$ cat src/logic/codec_init_pkg.sv
package codec_init_pkg;

	localparam int CMD_WIDTH  = 24;  // Address byte plus two register bytes
	localparam int BYTE_WIDTH = 8;   // Bits between acknowledge slots
	localparam int NUM_CMDS   = 11;  // Entries in the bring-up table

	typedef logic [CMD_WIDTH-1:0] cmd_word_t;  // One framed command
	typedef logic [3:0]           cmd_idx_t;   // Pointer into CODEC_CMDS

	// Power-on register list for the codec, sent in this order
	localparam cmd_word_t CODEC_CMDS [NUM_CMDS] = '{
		24'h341E00,  // Reset
		24'h340097,  // Left line in
		24'h340297,  // Right line in
		24'h340479,  // Left headphone out
		24'h340679,  // Right headphone out
		24'h340815,  // Analog path
		24'h340A00,  // Digital path
		24'h340C00,  // Power down
		24'h340E42,  // Interface format
		24'h341019,  // Sampling control
		24'h341201   // Active control
	};

	// Writer FSM, every bus bit is four quarter ticks
	typedef enum logic [2:0] {
		WR_IDLE,     // Bus released, SCL and SDA high
		WR_START,    // SDA falls while SCL high
		WR_BIT_LO,   // SCL low, data set up
		WR_BIT_HI,   // SCL high, data stable
		WR_ACK_LO,   // Line released for the codec
		WR_ACK_HI,   // Ack sampled at end of this half
		WR_STOP_LO,  // SDA pulled low ahead of stop
		WR_STOP_HI   // SDA rises while SCL high
	} wr_state_t;

endpackage

$ cat src/logic/i2c_quarter_timer.sv
module i2c_quarter_timer #(
	parameter int CLK_DIV = 4  // Clock cycles per quarter bit
) (
	input  logic i_clk,
	input  logic i_rst_n,
	input  logic i_run,   // Writer busy
	output logic o_tick   // One cycle per quarter bit
);

	// At least one bit so a divide of one still has a counter
	localparam int CW = (CLK_DIV > 1) ? $clog2(CLK_DIV) : 1;

	logic [CW-1:0] cnt, cnt_nxt;  // Cycles into the current quarter
	logic          wrap;          // Last cycle of a quarter

	assign wrap   = (cnt == CW'(CLK_DIV - 1));
	assign o_tick = i_run && wrap;  // Only counts while a word is on the bus

	always_comb begin
		cnt_nxt = cnt;
		if (!i_run) begin
			cnt_nxt = '0;  // Idle restarts the quarter
		end
		else if (wrap) begin
			cnt_nxt = '0;
		end
		else begin
			cnt_nxt = cnt + 1'b1;
		end
	end

	// First tick lands CLK_DIV cycles after i_run rises
	always_ff @(posedge i_clk or negedge i_rst_n) begin
		if (!i_rst_n) begin
			cnt <= '0;
		end
		else begin
			cnt <= cnt_nxt;
		end
	end

endmodule

$ cat src/logic/i2c_word_writer.sv
module i2c_word_writer import codec_init_pkg::*; (
	input  logic      i_clk,
	input  logic      i_rst_n,
	input  logic      i_send,   // Strobe, ignored while busy
	input  cmd_word_t i_word,   // Command latched with i_send
	input  logic      i_tick,   // Quarter-bit tick
	input  logic      i_ack,    // Sampled data line
	output logic      o_busy,   // Word in flight, runs the timer
	output logic      o_done,   // Pulse after stop
	output logic      o_nack,   // Valid with o_done
	output logic      o_sclk,
	output logic      o_sdat,
	output logic      o_oen     // High while driving SDA
);

	localparam int BW = $clog2(CMD_WIDTH);

	wr_state_t state, state_nxt;
	logic [1:0]    qtr, qtr_nxt;          // Quarter within the bus bit
	logic [BW-1:0] bit_cnt, bit_cnt_nxt;  // Data bit being sent
	cmd_word_t     sh, sh_nxt;            // MSB goes out first
	logic          scl_r, scl_nxt;
	logic          sda_r, sda_nxt;
	logic          nack_r, nack_nxt;      // Sticky over all three acks
	logic          done_r, done_nxt;
	logic          byte_end;              // Ack slot follows this bit
	logic          last_bit;              // Stop follows next ack

	assign byte_end = ((bit_cnt % BYTE_WIDTH) == BYTE_WIDTH - 1);
	assign last_bit = (bit_cnt == BW'(CMD_WIDTH - 1));

	assign o_busy = (state != WR_IDLE);
	assign o_done = done_r;
	assign o_nack = nack_r;
	assign o_sclk = scl_r;
	assign o_sdat = sda_r;
	// Release SDA when idle and for the codec's acknowledge
	assign o_oen  = !(state == WR_IDLE || state == WR_ACK_LO || state == WR_ACK_HI);

	always_comb begin
		state_nxt   = state;
		qtr_nxt     = qtr;
		bit_cnt_nxt = bit_cnt;
		sh_nxt      = sh;
		scl_nxt     = scl_r;
		sda_nxt     = sda_r;
		nack_nxt    = nack_r;
		done_nxt    = 1'b0;

		if (state == WR_IDLE) begin
			if (i_send) begin
				state_nxt   = WR_START;
				qtr_nxt     = '0;
				bit_cnt_nxt = '0;
				sh_nxt      = i_word;
				nack_nxt    = 1'b0;  // Fresh word, fresh flag
			end
		end
		else if (i_tick) begin
			qtr_nxt = qtr + 1'b1;  // Wraps every four ticks
			case (state)
			WR_START: begin
				if (qtr == 2'd1) begin
					sda_nxt = 1'b0;  // Start condition, SCL still high
				end
				if (qtr == 2'd3) begin
					scl_nxt   = 1'b0;
					state_nxt = WR_BIT_LO;
				end
			end
			WR_BIT_LO: begin
				if (qtr == 2'd0) begin
					sda_nxt = sh[CMD_WIDTH-1];  // Data moves mid low phase
				end
				else begin
					scl_nxt   = 1'b1;
					state_nxt = WR_BIT_HI;
				end
			end
			WR_BIT_HI: begin
				if (qtr == 2'd3) begin
					scl_nxt = 1'b0;
					sh_nxt  = sh << 1;
					if (byte_end) begin
						state_nxt = WR_ACK_LO;  // Every eighth bit
					end
					else begin
						bit_cnt_nxt = bit_cnt + 1'b1;
						state_nxt   = WR_BIT_LO;
					end
				end
			end
			WR_ACK_LO: begin
				if (qtr == 2'd0) begin
					sda_nxt = 1'b1;  // Released level
				end
				else begin
					scl_nxt   = 1'b1;
					state_nxt = WR_ACK_HI;
				end
			end
			WR_ACK_HI: begin
				if (qtr == 2'd3) begin
					nack_nxt = nack_r | i_ack;  // High line means refused
					scl_nxt  = 1'b0;
					if (last_bit) begin
						state_nxt = WR_STOP_LO;
					end
					else begin
						bit_cnt_nxt = bit_cnt + 1'b1;
						state_nxt   = WR_BIT_LO;
					end
				end
			end
			WR_STOP_LO: begin
				if (qtr == 2'd0) begin
					sda_nxt = 1'b0;  // Low before SCL rises
				end
				else begin
					scl_nxt   = 1'b1;
					state_nxt = WR_STOP_HI;
				end
			end
			WR_STOP_HI: begin
				if (qtr == 2'd2) begin
					sda_nxt = 1'b1;  // Stop condition
				end
				if (qtr == 2'd3) begin
					done_nxt  = 1'b1;
					state_nxt = WR_IDLE;
				end
			end
			default: state_nxt = WR_IDLE;
			endcase
		end
	end

	always_ff @(posedge i_clk or negedge i_rst_n) begin
		if (!i_rst_n) begin
			state   <= WR_IDLE;
			qtr     <= '0;
			bit_cnt <= '0;
			scl_r   <= 1'b1;  // Bus rests high
			sda_r   <= 1'b1;
			nack_r  <= 1'b0;
			done_r  <= 1'b0;
		end
		else begin
			state   <= state_nxt;
			qtr     <= qtr_nxt;
			bit_cnt <= bit_cnt_nxt;
			scl_r   <= scl_nxt;
			sda_r   <= sda_nxt;
			nack_r  <= nack_nxt;
			done_r  <= done_nxt;
		end
	end

	// Shift data only
	always_ff @(posedge i_clk) begin
		sh <= sh_nxt;
	end

endmodule

$ cat src/logic/init_sequencer.sv
module init_sequencer import codec_init_pkg::*; #(
	parameter int MAX_RETRIES = 2  // Resends per refused command
) (
	input  logic      i_clk,
	input  logic      i_rst_n,
	input  logic      i_start,     // Pulse, ignored mid-run
	input  logic      i_done,      // Writer finished a word
	input  logic      i_nack,      // Valid with i_done
	output logic      o_send,      // Strobe to the writer
	output cmd_word_t o_word,      // Table entry under the pointer
	output logic      o_finished,  // All commands acknowledged
	output logic      o_error      // Retries exhausted
);

	localparam int RW = (MAX_RETRIES > 0) ? $clog2(MAX_RETRIES + 1) : 1;

	logic          active, active_nxt;  // Run in progress
	cmd_idx_t      idx, idx_nxt;        // Current command
	logic [RW-1:0] retry, retry_nxt;    // Resends used on this command
	logic          send_r, send_nxt;
	logic          fin_r, fin_nxt;
	logic          err_r, err_nxt;

	assign o_send     = send_r;
	assign o_word     = CODEC_CMDS[idx];  // Stable while the word is in flight
	assign o_finished = fin_r;
	assign o_error    = err_r;

	always_comb begin
		active_nxt = active;
		idx_nxt    = idx;
		retry_nxt  = retry;
		send_nxt   = 1'b0;
		fin_nxt    = fin_r;
		err_nxt    = err_r;

		if (!active) begin
			if (i_start) begin
				active_nxt = 1'b1;
				idx_nxt    = '0;  // Always from the top
				retry_nxt  = '0;
				fin_nxt    = 1'b0;
				err_nxt    = 1'b0;
				send_nxt   = 1'b1;
			end
		end
		else if (i_done) begin
			if (!i_nack) begin
				retry_nxt = '0;
				if (idx == cmd_idx_t'(NUM_CMDS - 1)) begin
					fin_nxt    = 1'b1;  // Last entry acknowledged
					active_nxt = 1'b0;
				end
				else begin
					idx_nxt  = idx + 1'b1;
					send_nxt = 1'b1;
				end
			end
			else if (retry < RW'(MAX_RETRIES)) begin
				retry_nxt = retry + 1'b1;
				send_nxt  = 1'b1;  // Same word again
			end
			else begin
				err_nxt    = 1'b1;  // Give up, no later command
				active_nxt = 1'b0;
			end
		end
	end

	always_ff @(posedge i_clk or negedge i_rst_n) begin
		if (!i_rst_n) begin
			active <= 1'b0;
			idx    <= '0;
			retry  <= '0;
			send_r <= 1'b0;
			fin_r  <= 1'b0;
			err_r  <= 1'b0;
		end
		else begin
			active <= active_nxt;
			idx    <= idx_nxt;
			retry  <= retry_nxt;
			send_r <= send_nxt;
			fin_r  <= fin_nxt;
			err_r  <= err_nxt;
		end
	end

endmodule

$ cat src/logic/codec_init.sv
module codec_init import codec_init_pkg::*; #(
	parameter int CLK_DIV     = 4,  // Cycles per quarter bit
	parameter int MAX_RETRIES = 2   // Resends per command
) (
	input  logic i_clk,
	input  logic i_rst_n,
	input  logic i_start,     // Kick off a bring-up run
	input  logic i_ack,       // Data line as seen on the bus
	output logic o_sclk,
	output logic o_sdat,
	output logic o_oen,       // SDA output enable
	output logic o_finished,
	output logic o_error
);

	logic      sq_send;  // Sequencer strobe
	cmd_word_t sq_word;  // Word for the writer
	logic      wr_done;  // Writer pulse after stop
	logic      wr_nack;  // Any ack slot refused
	logic      wr_busy;  // Gates the timer
	logic      qt_tick;  // Quarter-bit pacing

	init_sequencer #(
		.MAX_RETRIES (MAX_RETRIES)
	) seq0 (
		.i_clk      (i_clk),
		.i_rst_n    (i_rst_n),
		.i_start    (i_start),
		.i_done     (wr_done),
		.i_nack     (wr_nack),
		.o_send     (sq_send),
		.o_word     (sq_word),
		.o_finished (o_finished),
		.o_error    (o_error)
	);

	i2c_word_writer wr0 (
		.i_clk   (i_clk),
		.i_rst_n (i_rst_n),
		.i_send  (sq_send),
		.i_word  (sq_word),
		.i_tick  (qt_tick),
		.i_ack   (i_ack),
		.o_busy  (wr_busy),
		.o_done  (wr_done),
		.o_nack  (wr_nack),
		.o_sclk  (o_sclk),
		.o_sdat  (o_sdat),
		.o_oen   (o_oen)
	);

	i2c_quarter_timer #(
		.CLK_DIV (CLK_DIV)
	) qt0 (
		.i_clk   (i_clk),
		.i_rst_n (i_rst_n),
		.i_run   (wr_busy),
		.o_tick  (qt_tick)
	);

endmodule

$ cat config.mk
export PLATFORM = sky130hd
export DESIGN_NAME = codec_init
export DESIGN_NICKNAME = d
export VERILOG_FILES = /design/src/logic/codec_init_pkg.sv /design/src/logic/i2c_quarter_timer.sv /design/src/logic/i2c_word_writer.sv /design/src/logic/init_sequencer.sv /design/src/logic/codec_init.sv
export SDC_FILE = /design/constraint.sdc
export NUM_CORES = 1
export LEC_CHECK = 0
export BUFFER_PORTS_ARGS = -buffer_cell sky130_fd_sc_hd__buf_2
export CORE_MARGIN = 2
export CORE_UTILIZATION = 55
export DETAILED_ROUTE_END_ITERATION = 7
export GPL_ROUTABILITY_DRIVEN = 1
export PLACE_DENSITY = 0.74
export SETUP_SLACK_MARGIN = 0.02
export SLEW_MARGIN = 15
export SYNTH_ARGS = -nofsm -noshare
export SYNTH_HDL_FRONTEND = slang
export SYNTH_SLANG_ARGS = --single-unit
$ cat constraint.sdc
create_clock -name i_clk -period 2.8 [get_ports i_clk]
set_input_delay 0.14 -clock i_clk [delete_from_list [all_inputs] [get_ports i_clk]]
set_output_delay 0.14 -clock i_clk [all_outputs]
set_load 0.02 [all_outputs]
==> flow_metrics.py <==
metrics = {
    "global_routing": {
        "grt.busiest_layer": "met2",
        "grt_pass1_vias": 1642,
        "grt_max_degree": 41,
        "grt_usage_pct": 19.2,
        "gr-total-overflow": 0,
        "grtUsageMet3_pct": 4.56,
        "grt_pass1_wl_um": 7710,
        "gr-usage-met2_pct": 28.8,
        "use_met1_pct": 27.8,
        "antenna_found_initial": 0,
    },
    "synthesis": {
        "postSynthAreaPerCell_um2": 10.4,
        "async_flop_share_pct": 52.0,
        "synthFlopType": "edfxtp_1",
        "syn_area_mm2": 0.00260,
        "synth_warnings": 0,
        "synth-edff-count": 24,
        "synth_cells": 251,
        "syn_nets": 267,
        "yosysUniqueCellTypes": 48,
        "yosysSeqAreaShare_pct": 52.9,
        "ys_seq_elements": 50,
    },
    "die": {
        "rows": 25,
        "die_y_um": 72.7,
        "start_util_pct": 56.1,
        "fp.dieW_um": 72.7,
        "fp.dieArea_mm2": 0.00529,
        "top_level_ports": 9,
        "core-area_mm2": 0.00463,
    },
    "power_and_ir_drop": {
        "powerDensity_mw_per_mm2": 501,
        "leakagePower_nw": 1.17,
        "ir_worst_vdd_uv": 281,
    },
    "timing": {
        "hold_slack_ns": 0.125,
        "maxSlewHeadroom_pct": 61.4,
        "clock_skew_ns": 0.00452,
        "final.min_clock_period_ns": 2.07,
        "setup_ws_ns": 0.733,
        "layout_worst_path_cycle_share_pct": 73.8,
        "max_slew.worst_pin.slew_ns": 0.579,
        "timing.setup.tns_ns": 0,
        "finalHoldViolCount": 0,
        "finalSetupViolations": 0,
        "max_freq_mhz": 484,
        "drv_slew": 0,
        "rsz0062_at_grt": "false",
    },
    "clocking": {
        "cts_sinks": 50,
        "cts_resized": 0,
        "insertion_delay_ns": 0.30,
        "htree_levels": 2,
        "root_buffer": "clkbuf_8",
        "cts_tree": "done",
        "clk_pin_slew_ns": 0.09,
        "cts_buffers": 5,
        "cts_setup_buffers": 0,
        "clock_path_buffers": 2,
    },
    "placement": {
        "routabilityCongestion": 0.817,
        "placed_cell_area_mm2": 0.00267,
        "placed_cells": 303,
        "dp_worst_setup_slack_ns": 0.761,
        "place_hpwl_um": 3020,
        "io_buffers": 8,
    },
    "setup_path": {
        "start_kind": "flop",
        "cp-end-kind": "flop",
        "ff2ff_setup_slack_ns": 0.73,
        "required_ns": 3.00,
        "crit_type": "flop to flop",
        "slowest_delay_ns": 0.63,
        "r2r-start": "wr0.state[0]",
        "cpMaxStageDelayCell": "dfrtp_1",
        "cp_max_fo": 40,
        "worstPathCellList": "or3_4 -> o22ai_1 -> a21o_2 -> or2_4 -> a21o_1",
        "crit_start": "wr0.state[0]",
        "cp.arrival_ns": 2.27,
    },
    "drt": {
        "drcViolationCount": 0,
        "drt.antenna.violating_nets": 0,
        "drt_first_pass_iters": 4,
        "vias": 1810,
        "wl_per_cell_um": 14.7,
        "drt_iter0_drc": 212,
        "via_per_inst": 5.80,
        "totalWireLength_um": 4590,
    },
    "final_layout": {
        "syn2layout_area_growth_pct": 8.38,
        "regArea_mm2": 0.00137,
        "final_area_mm2": 0.00282,
        "layout_commonest_cell": "nand2_1",
        "finalNetCount": 273,
        "fill_cells": 406,
        "drive_above_1_share_pct": 12.8,
        "multiInputGateArea_mm2": 0.00112,
        "final_cell_mix": "30 x nand2_1, 24 x dfrtp_1, 24 x edfxtp_1, 15 x nor2_1, 12 x ha_1",
        "n_antenna_cell": 0,
        "stdcell_count": 312,
    },
    "flow_run": {
        "maxCapViolations": 0,
    },
    "status": {
        "status": "completed",
    },
    "min_path": {
        "min_from": "i_start",
        "hold_path.class": "input port to flop",
    },
}
[per-stage QoR]
step	util, %	total power (W)
finish	60.8	0.00141
global route	60.8	0.00146
CTS	60.8	0.00143
detailed placement	57.6	0.000844
global placement	57.6	0.000842
floorplan	-	0.000826
[worst max-delay path: cells and delay by family, from the launching register on]
| family | cells | cell delay [ns] |
|---|---|---|
| AO/OA/AOI/OAI | 3 | 0.58 |
| flip-flops | 1 | 0.63 |
| AND/OR/NAND/NOR | 2 | 0.75 |
[layout make-up]
cell class	count	share of cell area, %
multi-input combinational	176	39.6
sequential	50	48.8
clock inverter	1	1.07
timing repair buffer	13	2.84
tap	54	2.40
clock buffer	7	3.82
inverter	11	1.47
[per-layer routing]
layer | share of wire, % | vias up
li1 | - | 903
met2 | 45 | 45
met4 | 0.74 | 0
met1 | 50 | 860
met3 | 4.1 | 2
met5 | 0 | -
[repair_timing]
item                                   4_1_cts  5_1_grt
setup endpoints to repair                    0        0
hold buffers                                 1        0
endpoints found under the hold margin       24        0
[kinds of logic after synthesis]
family,Yosys count,synth area share [%]
AO/OA/AOI/OAI,66,17.0
adder cells (fa/ha/maj),12,5.78
buffers and inverters,25,4.29
multiplexers,4,1.54
XOR/XNOR,2,0.674
flip-flops,50,52.9
AND/OR/NAND/NOR,92,17.8
[cell usage after synthesis, types with 3 or more instances]
master    instances  area, um^2
nand3_1          10        50.1
o31ai_1           6        45.0
a31oi_1           7        43.8
o21ai_0           8        40.0
mux2i_1           4        40.0
ha_1             12         150
inv_1            10        37.5
a21o_1            4        30.0
o22ai_1           3        18.8
nand2b_1          5        31.3
a22o_1            3        26.3
and2_1           10        62.6
dfrtp_1          24         601
o211ai_1          3        22.5
clkbuf_1         10        37.5
nand2_1          30         113
o21ai_1          10        50.1
nor2b_1           6        37.5
edfxtp_1         24         721
nor2_1           16        60.1
a21oi_1          10        50.1
[power by group]
group | switching [W] | internal [W] | total (W)
clock | 0.000239 | 0.000345 | 0.000584
sequential | 0.00000923 | 0.000769 | 0.000778
combinational | 0.0000308 | 0.0000197 | 0.0000505
[final timing paths]
kind / cells after the start / end
worst max-delay path: 5 / wr0.bit_cnt[0]
worst min-delay path: 3 / seq0.o_send
worst max register to register: 5 / wr0.bit_cnt[0]
worst min register to register: 1 / qt0.cnt[0]
max in group asynchronous: 2 / seq0.retry[1]
min in group asynchronous: 2 / wr0.bit_cnt[2]
[flip-flops by register name (all words and copies together) (netlist names)]
register,cells
wr0.sh,24
wr0.bit_cnt,5
seq0.idx,4
wr0.state,3
qt0.cnt,2
seq0.retry,2
wr0.qtr,2
seq0.active,1
seq0.o_error,1
seq0.o_finished,1
seq0.o_send,1
wr0.o_done,1
wr0.o_nack,1
wr0.o_sclk,1
wr0.o_sdat,1
Power figures use the tool's default switching activity.
